==> src/common/id_pkg.sv <==
package id_pkg;

    localparam int DATA_W     = 32;
    localparam int REG_ADDR_W = 5;

    // primary opcodes
    localparam logic [5:0] OP_SPECIAL = 6'b000000;
    localparam logic [5:0] OP_J       = 6'b000010;
    localparam logic [5:0] OP_BEQ     = 6'b000100;
    localparam logic [5:0] OP_BNE     = 6'b000101;
    localparam logic [5:0] OP_ADDI    = 6'b001000;
    localparam logic [5:0] OP_ADDIU   = 6'b001001;
    localparam logic [5:0] OP_SLTI    = 6'b001010;
    localparam logic [5:0] OP_SLTIU   = 6'b001011;
    localparam logic [5:0] OP_ANDI    = 6'b001100;
    localparam logic [5:0] OP_ORI     = 6'b001101;
    localparam logic [5:0] OP_XORI    = 6'b001110;
    localparam logic [5:0] OP_LUI     = 6'b001111;
    localparam logic [5:0] OP_LW      = 6'b100011;
    localparam logic [5:0] OP_SW      = 6'b101011;

    // function field of SPECIAL
    localparam logic [5:0] FN_SLL  = 6'b000000;
    localparam logic [5:0] FN_SRL  = 6'b000010;
    localparam logic [5:0] FN_SRA  = 6'b000011;
    localparam logic [5:0] FN_JR   = 6'b001000;
    localparam logic [5:0] FN_ADD  = 6'b100000;
    localparam logic [5:0] FN_ADDU = 6'b100001;
    localparam logic [5:0] FN_SUB  = 6'b100010;
    localparam logic [5:0] FN_SUBU = 6'b100011;
    localparam logic [5:0] FN_AND  = 6'b100100;
    localparam logic [5:0] FN_OR   = 6'b100101;
    localparam logic [5:0] FN_XOR  = 6'b100110;
    localparam logic [5:0] FN_NOR  = 6'b100111;
    localparam logic [5:0] FN_SLT  = 6'b101010;
    localparam logic [5:0] FN_SLTU = 6'b101011;

    typedef enum logic [3:0] {
        ALU_NOP,
        ALU_ADD,
        ALU_ADDU,
        ALU_SUB,
        ALU_SUBU,
        ALU_AND,
        ALU_OR,
        ALU_XOR,
        ALU_NOR,
        ALU_SLT,
        ALU_SLTU,
        ALU_SLL,
        ALU_SRL,
        ALU_SRA
    } alu_op_e;

    // result offered back to decode by a later stage
    typedef struct packed {
        logic                  wreg;
        logic [REG_ADDR_W-1:0] wa;
        logic [DATA_W-1:0]     wd;
        logic                  mreg;
    } fwd_t;

    typedef struct packed {
        alu_op_e               alu_op;
        logic                  wreg;
        logic [REG_ADDR_W-1:0] wa;
        logic                  mreg;
        logic                  mwrite;
        logic                  rreg1;
        logic [REG_ADDR_W-1:0] ra1;
        logic                  rreg2;
        logic [REG_ADDR_W-1:0] ra2;
        logic                  shift;
        logic [REG_ADDR_W-1:0] sa;
        logic                  immsel;
        logic [DATA_W-1:0]     imm_ext;
        logic                  is_beq;
        logic                  is_bne;
        logic                  is_j;
        logic                  is_jr;
        logic [15:0]           imm16;
        logic [25:0]           instr_index;
    } ctrl_t;

    // bundle handed to execute
    typedef struct packed {
        alu_op_e               alu_op;
        logic [DATA_W-1:0]     src1;
        logic [DATA_W-1:0]     src2;
        logic [DATA_W-1:0]     din;
        logic [REG_ADDR_W-1:0] wa;
        logic                  wreg;
        logic                  mreg;
        logic                  mwrite;
    } id_ex_t;

    typedef struct packed {
        logic              taken;
        logic [DATA_W-1:0] target;
    } branch_t;

endpackage

==> src/decoder/inst_decoder.sv <==
module inst_decoder (
    input  logic [id_pkg::DATA_W-1:0] inst_i,
    output id_pkg::ctrl_t             ctrl_o
);

    logic [5:0]                    op;
    logic [5:0]                    fn;
    logic [id_pkg::REG_ADDR_W-1:0] rs;
    logic [id_pkg::REG_ADDR_W-1:0] rt;
    logic [id_pkg::REG_ADDR_W-1:0] rd;
    logic [id_pkg::REG_ADDR_W-1:0] sa;
    logic [15:0]                   imm;
    logic [id_pkg::DATA_W-1:0]     imm_sext;
    logic [id_pkg::DATA_W-1:0]     imm_zext;
    logic                          known;
    logic                          imm_alu;

    // instruction fields
    assign op  = inst_i[31:26];
    assign rs  = inst_i[25:21];
    assign rt  = inst_i[20:16];
    assign rd  = inst_i[15:11];
    assign sa  = inst_i[10:6];
    assign fn  = inst_i[5:0];
    assign imm = inst_i[15:0];

    assign imm_sext = {{16{imm[15]}}, imm};
    assign imm_zext = {16'b0, imm};

    always_comb begin
        ctrl_o  = '0;
        known   = 1'b1;
        imm_alu = 1'b0;
        case (op)
            id_pkg::OP_SPECIAL: begin
                // register form, rd <- rs op rt
                ctrl_o.wreg  = 1'b1;
                ctrl_o.wa    = rd;
                ctrl_o.rreg1 = 1'b1;
                ctrl_o.rreg2 = 1'b1;
                case (fn)
                    id_pkg::FN_ADD:  ctrl_o.alu_op = id_pkg::ALU_ADD;
                    id_pkg::FN_ADDU: ctrl_o.alu_op = id_pkg::ALU_ADDU;
                    id_pkg::FN_SUB:  ctrl_o.alu_op = id_pkg::ALU_SUB;
                    id_pkg::FN_SUBU: ctrl_o.alu_op = id_pkg::ALU_SUBU;
                    id_pkg::FN_AND:  ctrl_o.alu_op = id_pkg::ALU_AND;
                    id_pkg::FN_OR:   ctrl_o.alu_op = id_pkg::ALU_OR;
                    id_pkg::FN_XOR:  ctrl_o.alu_op = id_pkg::ALU_XOR;
                    id_pkg::FN_NOR:  ctrl_o.alu_op = id_pkg::ALU_NOR;
                    id_pkg::FN_SLT:  ctrl_o.alu_op = id_pkg::ALU_SLT;
                    id_pkg::FN_SLTU: ctrl_o.alu_op = id_pkg::ALU_SLTU;
                    id_pkg::FN_SLL:  ctrl_o.alu_op = id_pkg::ALU_SLL;
                    id_pkg::FN_SRL:  ctrl_o.alu_op = id_pkg::ALU_SRL;
                    id_pkg::FN_SRA:  ctrl_o.alu_op = id_pkg::ALU_SRA;
                    id_pkg::FN_JR: begin
                        ctrl_o.wreg  = 1'b0;
                        ctrl_o.wa    = '0;
                        ctrl_o.rreg2 = 1'b0;
                        ctrl_o.is_jr = 1'b1;
                    end
                    default: known = 1'b0;
                endcase
                // shifts take sa in place of rs
                if (fn == id_pkg::FN_SLL || fn == id_pkg::FN_SRL || fn == id_pkg::FN_SRA) begin
                    ctrl_o.rreg1 = 1'b0;
                    ctrl_o.shift = 1'b1;
                    ctrl_o.sa    = sa;
                end
            end
            id_pkg::OP_ADDI: begin
                ctrl_o.alu_op  = id_pkg::ALU_ADD;
                ctrl_o.imm_ext = imm_sext;
                imm_alu        = 1'b1;
            end
            id_pkg::OP_ADDIU: begin
                ctrl_o.alu_op  = id_pkg::ALU_ADDU;
                ctrl_o.imm_ext = imm_sext;
                imm_alu        = 1'b1;
            end
            id_pkg::OP_SLTI: begin
                ctrl_o.alu_op  = id_pkg::ALU_SLT;
                ctrl_o.imm_ext = imm_sext;
                imm_alu        = 1'b1;
            end
            id_pkg::OP_SLTIU: begin
                ctrl_o.alu_op  = id_pkg::ALU_SLTU;
                ctrl_o.imm_ext = imm_sext;
                imm_alu        = 1'b1;
            end
            id_pkg::OP_ANDI: begin
                ctrl_o.alu_op  = id_pkg::ALU_AND;
                ctrl_o.imm_ext = imm_zext;
                imm_alu        = 1'b1;
            end
            id_pkg::OP_ORI: begin
                ctrl_o.alu_op  = id_pkg::ALU_OR;
                ctrl_o.imm_ext = imm_zext;
                imm_alu        = 1'b1;
            end
            id_pkg::OP_XORI: begin
                ctrl_o.alu_op  = id_pkg::ALU_XOR;
                ctrl_o.imm_ext = imm_zext;
                imm_alu        = 1'b1;
            end
            id_pkg::OP_LUI: begin
                // or with a zero first operand
                ctrl_o.alu_op  = id_pkg::ALU_OR;
                ctrl_o.wreg    = 1'b1;
                ctrl_o.wa      = rt;
                ctrl_o.immsel  = 1'b1;
                ctrl_o.imm_ext = {imm, 16'b0};
            end
            id_pkg::OP_LW: begin
                ctrl_o.alu_op  = id_pkg::ALU_ADDU;
                ctrl_o.imm_ext = imm_sext;
                ctrl_o.mreg    = 1'b1;
                imm_alu        = 1'b1;
            end
            id_pkg::OP_SW: begin
                ctrl_o.alu_op  = id_pkg::ALU_ADDU;
                ctrl_o.rreg1   = 1'b1;
                ctrl_o.rreg2   = 1'b1;
                ctrl_o.immsel  = 1'b1;
                ctrl_o.imm_ext = imm_sext;
                ctrl_o.mwrite  = 1'b1;
            end
            id_pkg::OP_BEQ: begin
                ctrl_o.rreg1  = 1'b1;
                ctrl_o.rreg2  = 1'b1;
                ctrl_o.is_beq = 1'b1;
            end
            id_pkg::OP_BNE: begin
                ctrl_o.rreg1  = 1'b1;
                ctrl_o.rreg2  = 1'b1;
                ctrl_o.is_bne = 1'b1;
            end
            id_pkg::OP_J: ctrl_o.is_j = 1'b1;
            default: known = 1'b0;
        endcase

        // rt <- rs op imm
        if (imm_alu) begin
            ctrl_o.wreg   = 1'b1;
            ctrl_o.wa     = rt;
            ctrl_o.rreg1  = 1'b1;
            ctrl_o.immsel = 1'b1;
        end

        if (known) begin
            ctrl_o.ra1         = rs;
            ctrl_o.ra2         = rt;
            ctrl_o.imm16       = imm;
            ctrl_o.instr_index = inst_i[25:0];
        end else begin
            // anything else becomes a bubble
            ctrl_o = '0;
        end
    end

endmodule

==> src/logic/operand_forward.sv <==
module operand_forward (
    input  id_pkg::ctrl_t             ctrl_i,
    input  logic                      valid_i,
    input  logic [id_pkg::DATA_W-1:0] rf_rd1_i,
    input  logic [id_pkg::DATA_W-1:0] rf_rd2_i,
    input  id_pkg::fwd_t              exe_fwd_i,
    input  id_pkg::fwd_t              mem_fwd_i,
    output logic [id_pkg::DATA_W-1:0] src1_o,
    output logic [id_pkg::DATA_W-1:0] src2_o,
    output logic [id_pkg::DATA_W-1:0] din_o,
    output logic                      stall_o
);

    logic [id_pkg::DATA_W-1:0] op1;
    logic [id_pkg::DATA_W-1:0] op2;
    logic                      exe_hit;
    logic                      mem_hit;

    // read port matches a pending write
    function automatic logic fwd_hit(
        input logic                          rreg,
        input logic [id_pkg::REG_ADDR_W-1:0] ra,
        input id_pkg::fwd_t                  src
    );
        return rreg && src.wreg && (src.wa == ra);
    endfunction

    // execute beats memory beats register file
    function automatic logic [id_pkg::DATA_W-1:0] fwd_pick(
        input logic                          rreg,
        input logic [id_pkg::REG_ADDR_W-1:0] ra,
        input logic [id_pkg::DATA_W-1:0]     rf_rd,
        input id_pkg::fwd_t                  exe,
        input id_pkg::fwd_t                  mem
    );
        if (!rreg) begin
            return '0;
        end else if (fwd_hit(rreg, ra, exe)) begin
            return exe.wd;
        end else if (fwd_hit(rreg, ra, mem)) begin
            return mem.wd;
        end
        return rf_rd;
    endfunction

    assign op1 = fwd_pick(ctrl_i.rreg1, ctrl_i.ra1, rf_rd1_i, exe_fwd_i, mem_fwd_i);
    assign op2 = fwd_pick(ctrl_i.rreg2, ctrl_i.ra2, rf_rd2_i, exe_fwd_i, mem_fwd_i);

    assign src1_o = ctrl_i.shift ? {{(id_pkg::DATA_W - id_pkg::REG_ADDR_W){1'b0}}, ctrl_i.sa}
                                 : op1;
    assign src2_o = ctrl_i.immsel ? ctrl_i.imm_ext : op2;
    // store data always from rt
    assign din_o  = op2;

    // load data not ready yet, fetch must hold
    assign exe_hit = fwd_hit(ctrl_i.rreg1, ctrl_i.ra1, exe_fwd_i)
                   || fwd_hit(ctrl_i.rreg2, ctrl_i.ra2, exe_fwd_i);
    assign mem_hit = fwd_hit(ctrl_i.rreg1, ctrl_i.ra1, mem_fwd_i)
                   || fwd_hit(ctrl_i.rreg2, ctrl_i.ra2, mem_fwd_i);

    assign stall_o = valid_i && ((exe_hit && exe_fwd_i.mreg) || (mem_hit && mem_fwd_i.mreg));

endmodule

==> src/logic/branch_resolve.sv <==
module branch_resolve (
    input  id_pkg::ctrl_t             ctrl_i,
    input  logic [id_pkg::DATA_W-1:0] pc_i,
    input  logic [id_pkg::DATA_W-1:0] src1_i,
    input  logic [id_pkg::DATA_W-1:0] src2_i,
    input  logic                      fire_i,
    output id_pkg::branch_t           branch_o
);

    logic [id_pkg::DATA_W-1:0] pc_plus4;
    logic [id_pkg::DATA_W-1:0] br_off;
    logic                      equal;
    logic                      cond;

    assign pc_plus4 = pc_i + 32'd4;
    // word offset, sign extended
    assign br_off   = {{14{ctrl_i.imm16[15]}}, ctrl_i.imm16, 2'b00};
    assign equal    = (src1_i == src2_i);

    assign cond = (ctrl_i.is_beq && equal)
               || (ctrl_i.is_bne && !equal)
               || ctrl_i.is_j
               || ctrl_i.is_jr;

    assign branch_o.taken = fire_i && cond;

    always_comb begin
        if (ctrl_i.is_j) begin
            // stays inside the current 256 MB region
            branch_o.target = {pc_plus4[31:28], ctrl_i.instr_index, 2'b00};
        end else if (ctrl_i.is_jr) begin
            branch_o.target = src1_i;
        end else if (ctrl_i.is_beq || ctrl_i.is_bne) begin
            branch_o.target = pc_plus4 + br_off;
        end else begin
            branch_o.target = '0;
        end
    end

endmodule

==> src/logic/id_ex_reg.sv <==
module id_ex_reg (
    input  logic           cpu_clk_i,
    input  logic           rst_n_i,
    input  logic           load_i,
    input  id_pkg::id_ex_t d_i,
    output logic           valid_o,
    output id_pkg::id_ex_t q_o
);

    always_ff @(posedge cpu_clk_i or negedge rst_n_i) begin
        if (!rst_n_i) begin
            valid_o <= 1'b0;
        end else begin
            // a stalled or idle cycle leaves a bubble
            valid_o <= load_i;
        end
    end

    always_ff @(posedge cpu_clk_i or negedge rst_n_i) begin
        if (!rst_n_i) begin
            q_o <= '0;
        end else if (load_i) begin
            q_o <= d_i;
        end
    end

endmodule

==> src/logic/id_stage.sv <==
module id_stage (
    input  logic                          cpu_clk_i,
    input  logic                          rst_n_i,
    input  logic                          inst_valid_i,
    input  logic [id_pkg::DATA_W-1:0]     inst_i,
    input  logic [id_pkg::DATA_W-1:0]     pc_i,
    input  logic [id_pkg::DATA_W-1:0]     rf_rd1_i,
    input  logic [id_pkg::DATA_W-1:0]     rf_rd2_i,
    input  id_pkg::fwd_t                  exe_fwd_i,
    input  id_pkg::fwd_t                  mem_fwd_i,
    output logic [id_pkg::REG_ADDR_W-1:0] rf_ra1_o,
    output logic [id_pkg::REG_ADDR_W-1:0] rf_ra2_o,
    output logic                          rf_re1_o,
    output logic                          rf_re2_o,
    output logic                          stall_o,
    output id_pkg::branch_t               branch_o,
    output logic                          exe_valid_o,
    output id_pkg::id_ex_t                exe_o
);

    id_pkg::ctrl_t             ctrl;
    id_pkg::id_ex_t            ex_d;
    logic [id_pkg::DATA_W-1:0] src1;
    logic [id_pkg::DATA_W-1:0] src2;
    logic [id_pkg::DATA_W-1:0] din;
    logic                      fire;

    inst_decoder u_decoder (
        .inst_i (inst_i),
        .ctrl_o (ctrl)
    );

    operand_forward u_forward (
        .ctrl_i    (ctrl),
        .valid_i   (inst_valid_i),
        .rf_rd1_i  (rf_rd1_i),
        .rf_rd2_i  (rf_rd2_i),
        .exe_fwd_i (exe_fwd_i),
        .mem_fwd_i (mem_fwd_i),
        .src1_o    (src1),
        .src2_o    (src2),
        .din_o     (din),
        .stall_o   (stall_o)
    );

    // instruction accepted this cycle
    assign fire = inst_valid_i && !stall_o;

    branch_resolve u_branch (
        .ctrl_i   (ctrl),
        .pc_i     (pc_i),
        .src1_i   (src1),
        .src2_i   (src2),
        .fire_i   (fire),
        .branch_o (branch_o)
    );

    assign rf_ra1_o = ctrl.ra1;
    assign rf_ra2_o = ctrl.ra2;
    assign rf_re1_o = ctrl.rreg1;
    assign rf_re2_o = ctrl.rreg2;

    assign ex_d.alu_op = ctrl.alu_op;
    assign ex_d.src1   = src1;
    assign ex_d.src2   = src2;
    assign ex_d.din    = din;
    assign ex_d.wa     = ctrl.wa;
    assign ex_d.wreg   = ctrl.wreg;
    assign ex_d.mreg   = ctrl.mreg;
    assign ex_d.mwrite = ctrl.mwrite;

    id_ex_reg u_id_ex (
        .cpu_clk_i (cpu_clk_i),
        .rst_n_i   (rst_n_i),
        .load_i    (fire),
        .d_i       (ex_d),
        .valid_o   (exe_valid_o),
        .q_o       (exe_o)
    );

endmodule

==> config.mk <==
export PLATFORM = sky130hd
export DESIGN_NAME = id_stage
export DESIGN_NICKNAME = d
export VERILOG_FILES = /design/src/common/id_pkg.sv /design/src/decoder/inst_decoder.sv /design/src/logic/operand_forward.sv /design/src/logic/branch_resolve.sv /design/src/logic/id_ex_reg.sv /design/src/logic/id_stage.sv
export SDC_FILE = /design/constraint.sdc
export NUM_CORES = 1
export LEC_CHECK = 0
export BUFFER_PORTS_ARGS = -buffer_cell sky130_fd_sc_hd__buf_2
export CAP_MARGIN = 20
export CORE_MARGIN = 2
export CORE_UTILIZATION = 40
export DETAILED_ROUTE_END_ITERATION = 16
export PLACE_DENSITY_LB_ADDON = 0.3
export SLEW_MARGIN = 25
export SYNTH_ARGS = -nofsm -noshare
export SYNTH_HDL_FRONTEND = slang
export SYNTH_SLANG_ARGS = --single-unit
==> constraint.sdc <==
create_clock -name cpu_clk_i -period 6.4 [get_ports cpu_clk_i]
set_input_delay 1.28 -clock cpu_clk_i [delete_from_list [all_inputs] [get_ports cpu_clk_i]]
set_output_delay 1.28 -clock cpu_clk_i [all_outputs]
set_load 0.01 [all_outputs]
After elaboration in Yosys (flattened, before gate mapping)

Index checks and enable logic that the tools add are counted.

Divide/modulo/power cells: 0
Mux-type cells: 50
Reduce and logical (&&, ||, !) cells: 37
$mul: 0
Equality and inequality tests: 31
Magnitude comparators: 0
Bitwise gates (word level): 0
Shifts and indexed selects: 0
Add/sub/neg operators: 2

Operators by type and width:

| cell                                          | number |
|---|---|
| two-way mux 32 bit                            | 13 |
| one-hot mux 32 bit (3 select lines)           | 1 |
| == test 6 bit, second input constant          | 12 |
| == test 6 x 4 -> 1 bit, second input constant | 9 |
| one-hot mux 4 bit (13 select lines)           | 1 |
| two-way mux 43 bit                            | 1 |
| two-way mux 42 bit                            | 1 |
| adder 32 x 3 -> 32 bit, second input constant | 1 |
| adder 32 bit                                  | 1 |
| == test 32 bit                                | 1 |
| one-hot mux 4 bit (8 select lines)            | 1 |
| two-way mux 6 bit                             | 4 |
| two-way mux 1 bit                             | 21 |
| == test 5 bit                                 | 4 |
| == test 6 x 2 -> 1 bit, second input constant | 3 |
| logical AND 1 bit                             | 15 |
| OR reduction 14 bit                           | 1 |
| two-way mux 13 bit                            | 1 |
| OR reduction 13 bit                           | 1 |
| == test 6 x 3 -> 1 bit, second input constant | 2 |
| logical NOT 6 bit                             | 2 |
| one-hot mux 6 bit (2 select lines)            | 1 |
| two-way mux 5 bit                             | 2 |
| logical OR 1 bit                              | 9 |
| other kinds (6)                               | 12 |

Memories: 0
Bits of input ports: 209
Logic and storage cells: 129
Flip-flop bits (word level): 109
Memory bits (writable): 0
Latch bits: 0
Bits in read-only memories: 0

Logic depth before layout (Yosys ltp)

Depth in word-level cells: 21
Depth in mapped cells: 24
Gate-level depth less buffers: 21

Cells and area by module

A second synthesis with hierarchy kept.

Cell total of the unflattened synthesis: 1288
Area, all modules: 11053.1 µm²

By module, submodules not included:

| module          | times used | cells an instance | area each (µm²) | seq. area each (µm²) |
|---|---|---|---|---|
| id_ex_reg       | 1          | 229               | 4103.9          | 2727.6 |
| branch_resolve  | 1          | 445               | 3067.9          | 0.0 |
| operand_forward | 1          | 412               | 2463.6          | 0.0 |
| inst_decoder    | 1          | 201               | 1403.8          | 0.0 |
| id_stage        | 1          | 1                 | 13.8            | 0.0 |

Worst setup path after synthesis

No wires, ideal clock.

Path type: input-to-output
Start point: in inst_i[30] in the netlist's numbering
End point: out branch_o[30] in the netlist's numbering
Path buffers: 2
Arrival time: 5.448 ns
Slack: -0.328 ns
Stages: 23
Data required time: 5.120 ns
Cells stage by stage: buf_2 -> or4_4 -> nor3_4 -> nand2_1 -> nand2_1 -> clkbuf_1 -> and2_1 -> ha_1 -> inv_1 -> fa_1 -> inv_1 -> a21oi_1 -> o21ai_0 -> a21o_1 -> a21o_1 -> a21oi_1 -> o21ai_0 -> a21oi_1 -> o31ai_1 -> a221oi_1 -> nor3_1 -> a311oi_1 -> o21ai_0

RTL lines:

| element            | line           | text |
|---|---|---|
| start: declaration | id_stage.sv:5  | `input logic [id_pkg::DATA_W-1:0] inst_i,` |
| end: declaration   | id_stage.sv:16 | `output id_pkg::branch_t branch_o,` |

==> results.md <==
- Status: finished with violations
- Failing checks: negative setup slack
- Die footprint: 26300 um2
- Pre-antenna DRT Iters: 6
- Total GRT Usage: 0.359
- Final Hold Fails: 0
- Syn Inst Count: 1255
- FF+latch area: 2730 um2
- Area of the multi-input gates: 7130 um2
- RSZ-0062 raised after global routing: yes
- Vias per cell: 5.80
- Drt drc: 0
- Worst path required time: 5.12 ns
- HP Class: reg2reg
- Core area: 24400 um2
- Max cap viols: 0
- Fraction of the mapped netlist area in simple logic gates: 0.189
- Maximum VDD drop: 131 uV
- Design area: 14600 um2
- Worst-case reg-to-reg path depth: 1
- Total CTS buffers: 9
- Worst skew pair latency: 0.36 ns
- Min Clock Period, post-route: 6.66 ns
- PortBufs: 363
- Crit path DAT: 5.38 ns
- Final ANT Viol Nets: 0
- PwrDens: 138 nW/um2
- Post-synthesis compound-gate area fraction: 0.272
- EDFF count, synth: 0
- Crit-path max FO: 11
- Syn_nets: 1495
- Vias in the first global route: 11800
- Largest net degree at the start of global routing: 95
- Synth top area share: 0.273
- Die W: 162 um
- Post-synth cell types: 82
- Post-Syn Area per Cell: 7.96 um2
- Slew margin rel.: 0.311
- Period utilisation layout: 1.04
- Post-Synth Adder-Cell Area: 0.0396
- Dominant cells by area after synthesis: dfrtp_1 27%, nand2_1 6.8%, o21ai_0 6.1%
- Vias: 12300
- Drt wl/cell: 23.0 um
- First-pass GRT wire length: 70500 um
- 1st-iter DRT viols: 1268
- Yosys reg bits: 109
- Post-Syn Area: 9990 um2
- Most common library cells after synthesis: 182 x nand2_1, 122 x o21ai_0, 109 x dfrtp_1, 79 x nor2_1, 71 x a21oi_1
- Top-level port count: 364
- Final worst slack: -0.260 ns
- Most frequent CP cell: buf_4
- Slew at the pin closest to its max-slew limit: 1.03 ns
- Reg2reg setup slack: 5.62 ns
- Crit-path slowest cell: a211oi_1
- WP buf/inv: 6
- WS Path Type: in2out
- Initial core utilization: 0.410
- Chip height: 162 um
- Count leader, synth: nand2_1
- GRT overflow: 0
- Post-Synth XOR/XNOR Area: 0.0894
- Critical Path Source Type: input pin
- Clk sinks: 109
- Worst path top cell family by delay: compound AO/OA/AOI/OAI gates
- CP Capture Point: branch_o[32]
- CP Cell Sequence: buf_2, buf_4, or2_1, buf_4, a211oi_1, nor3_2, a211oi_4, buf_4, buf_4, mux2_2, a31oi_1, xor2_1, nor4_2, nand4_1, nor4_4, xnor2_1, o31ai_2, buf_2
- Share of cells above drive strength 1: 0.417
- Min-delay src: u_id_ex.q_o[100]
- Post-Route WL: 48900 um
- R2r startpoint: u_id_ex.q_o[92]
- Slowest stage delay, CP: 0.38 ns
- DP Area: 13700 um2
- CTS clk-pin slew, worst paths: 0.08 ns
- Ys flop type: dfrtp_1
- Area delta synth->final: 46.1%
- CTS tree: yes
- Mux share of post-synthesis cell area: 0.0811
- Post-Route Skew: 0 ns
- Post-synth ARST share: 1.00
- Initial antenna violation count: 5
- Sequential area share after synthesis: 0.273
- Post-DP HPWL: 39800 um
- CP Capture Type: output port
- Leak pwr: 7.45 nW
- Synth area leader: dfrtp_1
- Worst R2R End: u_id_ex.q_o[92]
- Max Slew Vio Count: 0
- Final setup viols: 1
- Yosys warnings: 0
- Largest family of logic cells by synthesized area: compound AO/OA/AOI/OAI gates
- Fillers: 2319
- Final nets: 2036
- Row count: 57
- Highest clock rate: 0.150 GHz
- Final GP Congestion: 0.990
- Root Driver: clkbuf_16
- Setup TNS Final: -0.260 ns
- CP startpoint: inst_i[31]
- CTS Buffer Depth: 2
- Critical path depth: 18
- H-Tree Depth: 3
worst min-delay path, stage by stage (launching register included):
cell,delay (ns)
dfrtp_1,0.34
nand2_1,0.05
nand2_1,0.06
where the power goes:
part           switching, W  total [W]  internal, W
Combinational      0.000368   0.000655     0.000287
Sequential        0.0000136   0.000723     0.000710
Clock              0.000323   0.000642     0.000319
metrics by stage:
step | std cells | hold WS, ns | utilization | setup slack, ns | power (W)
floorplan | 1255 | 0.507 | - | 0.00824 | 0.00101
global placement | 2097 | 0.455 | 0.563 | -0.420 | 0.00133
detailed placement | 2097 | 0.458 | 0.563 | -0.427 | 0.00133
CTS | 2118 | 0.478 | 0.581 | -0.312 | 0.00198
global route | 2126 | 0.501 | 0.599 | -0.410 | 0.00210
finish | 2126 | 0.474 | 0.599 | -0.260 | 0.00202
kinds of logic (layout without fill, tap and decap cells):
kind of cell | after synthesis | in the layout
AO/OA/AOI/OAI | 402 | 402
other | 0 | 1
AND/OR/NAND/NOR | 407 | 407
XOR/XNOR | 102 | 102
buffers and inverters | 126 | 672
flip-flops | 109 | 109
adder cells (fa/ha/maj) | 31 | 31
multiplexers | 78 | 78
metal layers:
metal | part of all wire | up-vias | GRT usage
li1 | - | 5627 | -
met1 | 0.41 | 5822 | 0.472
met4 | 0.048 | 2 | 0.156
met5 | 0.00027 | - | 0
met2 | 0.46 | 736 | 0.588
met3 | 0.086 | 145 | 0.0518
registers in the layout, indices dropped and copies added (netlist names):
register         flops
u_id_ex.q_o        108
u_id_ex.valid_o      1
worst min path at each step:
stage	end	slack [ns]	cells after the start
2_1_floorplan	u_id_ex.q_o[15]	0.51	2
3_3_place_gp	u_id_ex.q_o[19]	0.45	2
3_5_place_dp	u_id_ex.q_o[100]	0.46	2
4_1_cts	u_id_ex.q_o[100]	0.48	2
5_1_grt	u_id_ex.q_o[94]	0.50	2
6_report	u_id_ex.q_o[100]	0.47	2
area by class of cell:
| type | instances | share of cell area |
|---|---|---|
| sequential | 109 | 0.187 |
| clock inverter | 7 | 0.00703 |
| antenna | 1 | 0.000171 |
| clock buffer | 9 | 0.0154 |
| timing repair buffer | 624 | 0.266 |
| multi-input combinational | 1020 | 0.488 |
| tap | 324 | 0.0278 |
| inverter | 32 | 0.00848 |
cells in the final DEF (no fill, tap or decap), types with 6 or more instances in the layout:
master / netlist / routed
a211o_1: 23 / 23
a211oi_1: 13 / 13
a211oi_2: 8 / 8
a21o_1: 34 / 34
a21oi_1: 71 / 56
a21oi_2: 1 / 13
a22oi_1: 19 / 19
a31oi_1: 9 / 9
a32o_1: 7 / 7
and2_1: 28 / 24
and3_1: 20 / 20
buf_2: 9 / 360
buf_4: 13 / 249
buf_6: 3 / 10
clkbuf_16: 0 / 9
dfrtp_1: 109 / 109
ha_1: 30 / 20
ha_4: 0 / 9
inv_1: 32 / 29
mux2_2: 24 / 24
mux2i_1: 54 / 54
nand2_1: 182 / 178
nand2b_1: 13 / 13
nand3_1: 30 / 29
nand4_1: 7 / 7
nor2_1: 79 / 71
nor2b_1: 6 / 6
nor3_1: 12 / 10
nor4_1: 13 / 11
o211ai_1: 12 / 12
o21ai_0: 122 / 110
o21ai_1: 2 / 10
o221ai_1: 12 / 12
o31ai_1: 8 / 7
o41ai_1: 8 / 8
xnor2_1: 55 / 54
xor2_1: 47 / 47
timing repair:
| item | CTS | global route |
|---|---|---|
| pin swaps | 4 | 39 |
| hold buffers | 0 | 0 |
| hold endpoints to repair | 0 | 0 |
| gates resized for setup | 16 | 79 |
| setup buffers | 5 | 9 |
| setup endpoints to repair | 15 | 19 |
Note: power is estimated with default switching activity, not from simulation.
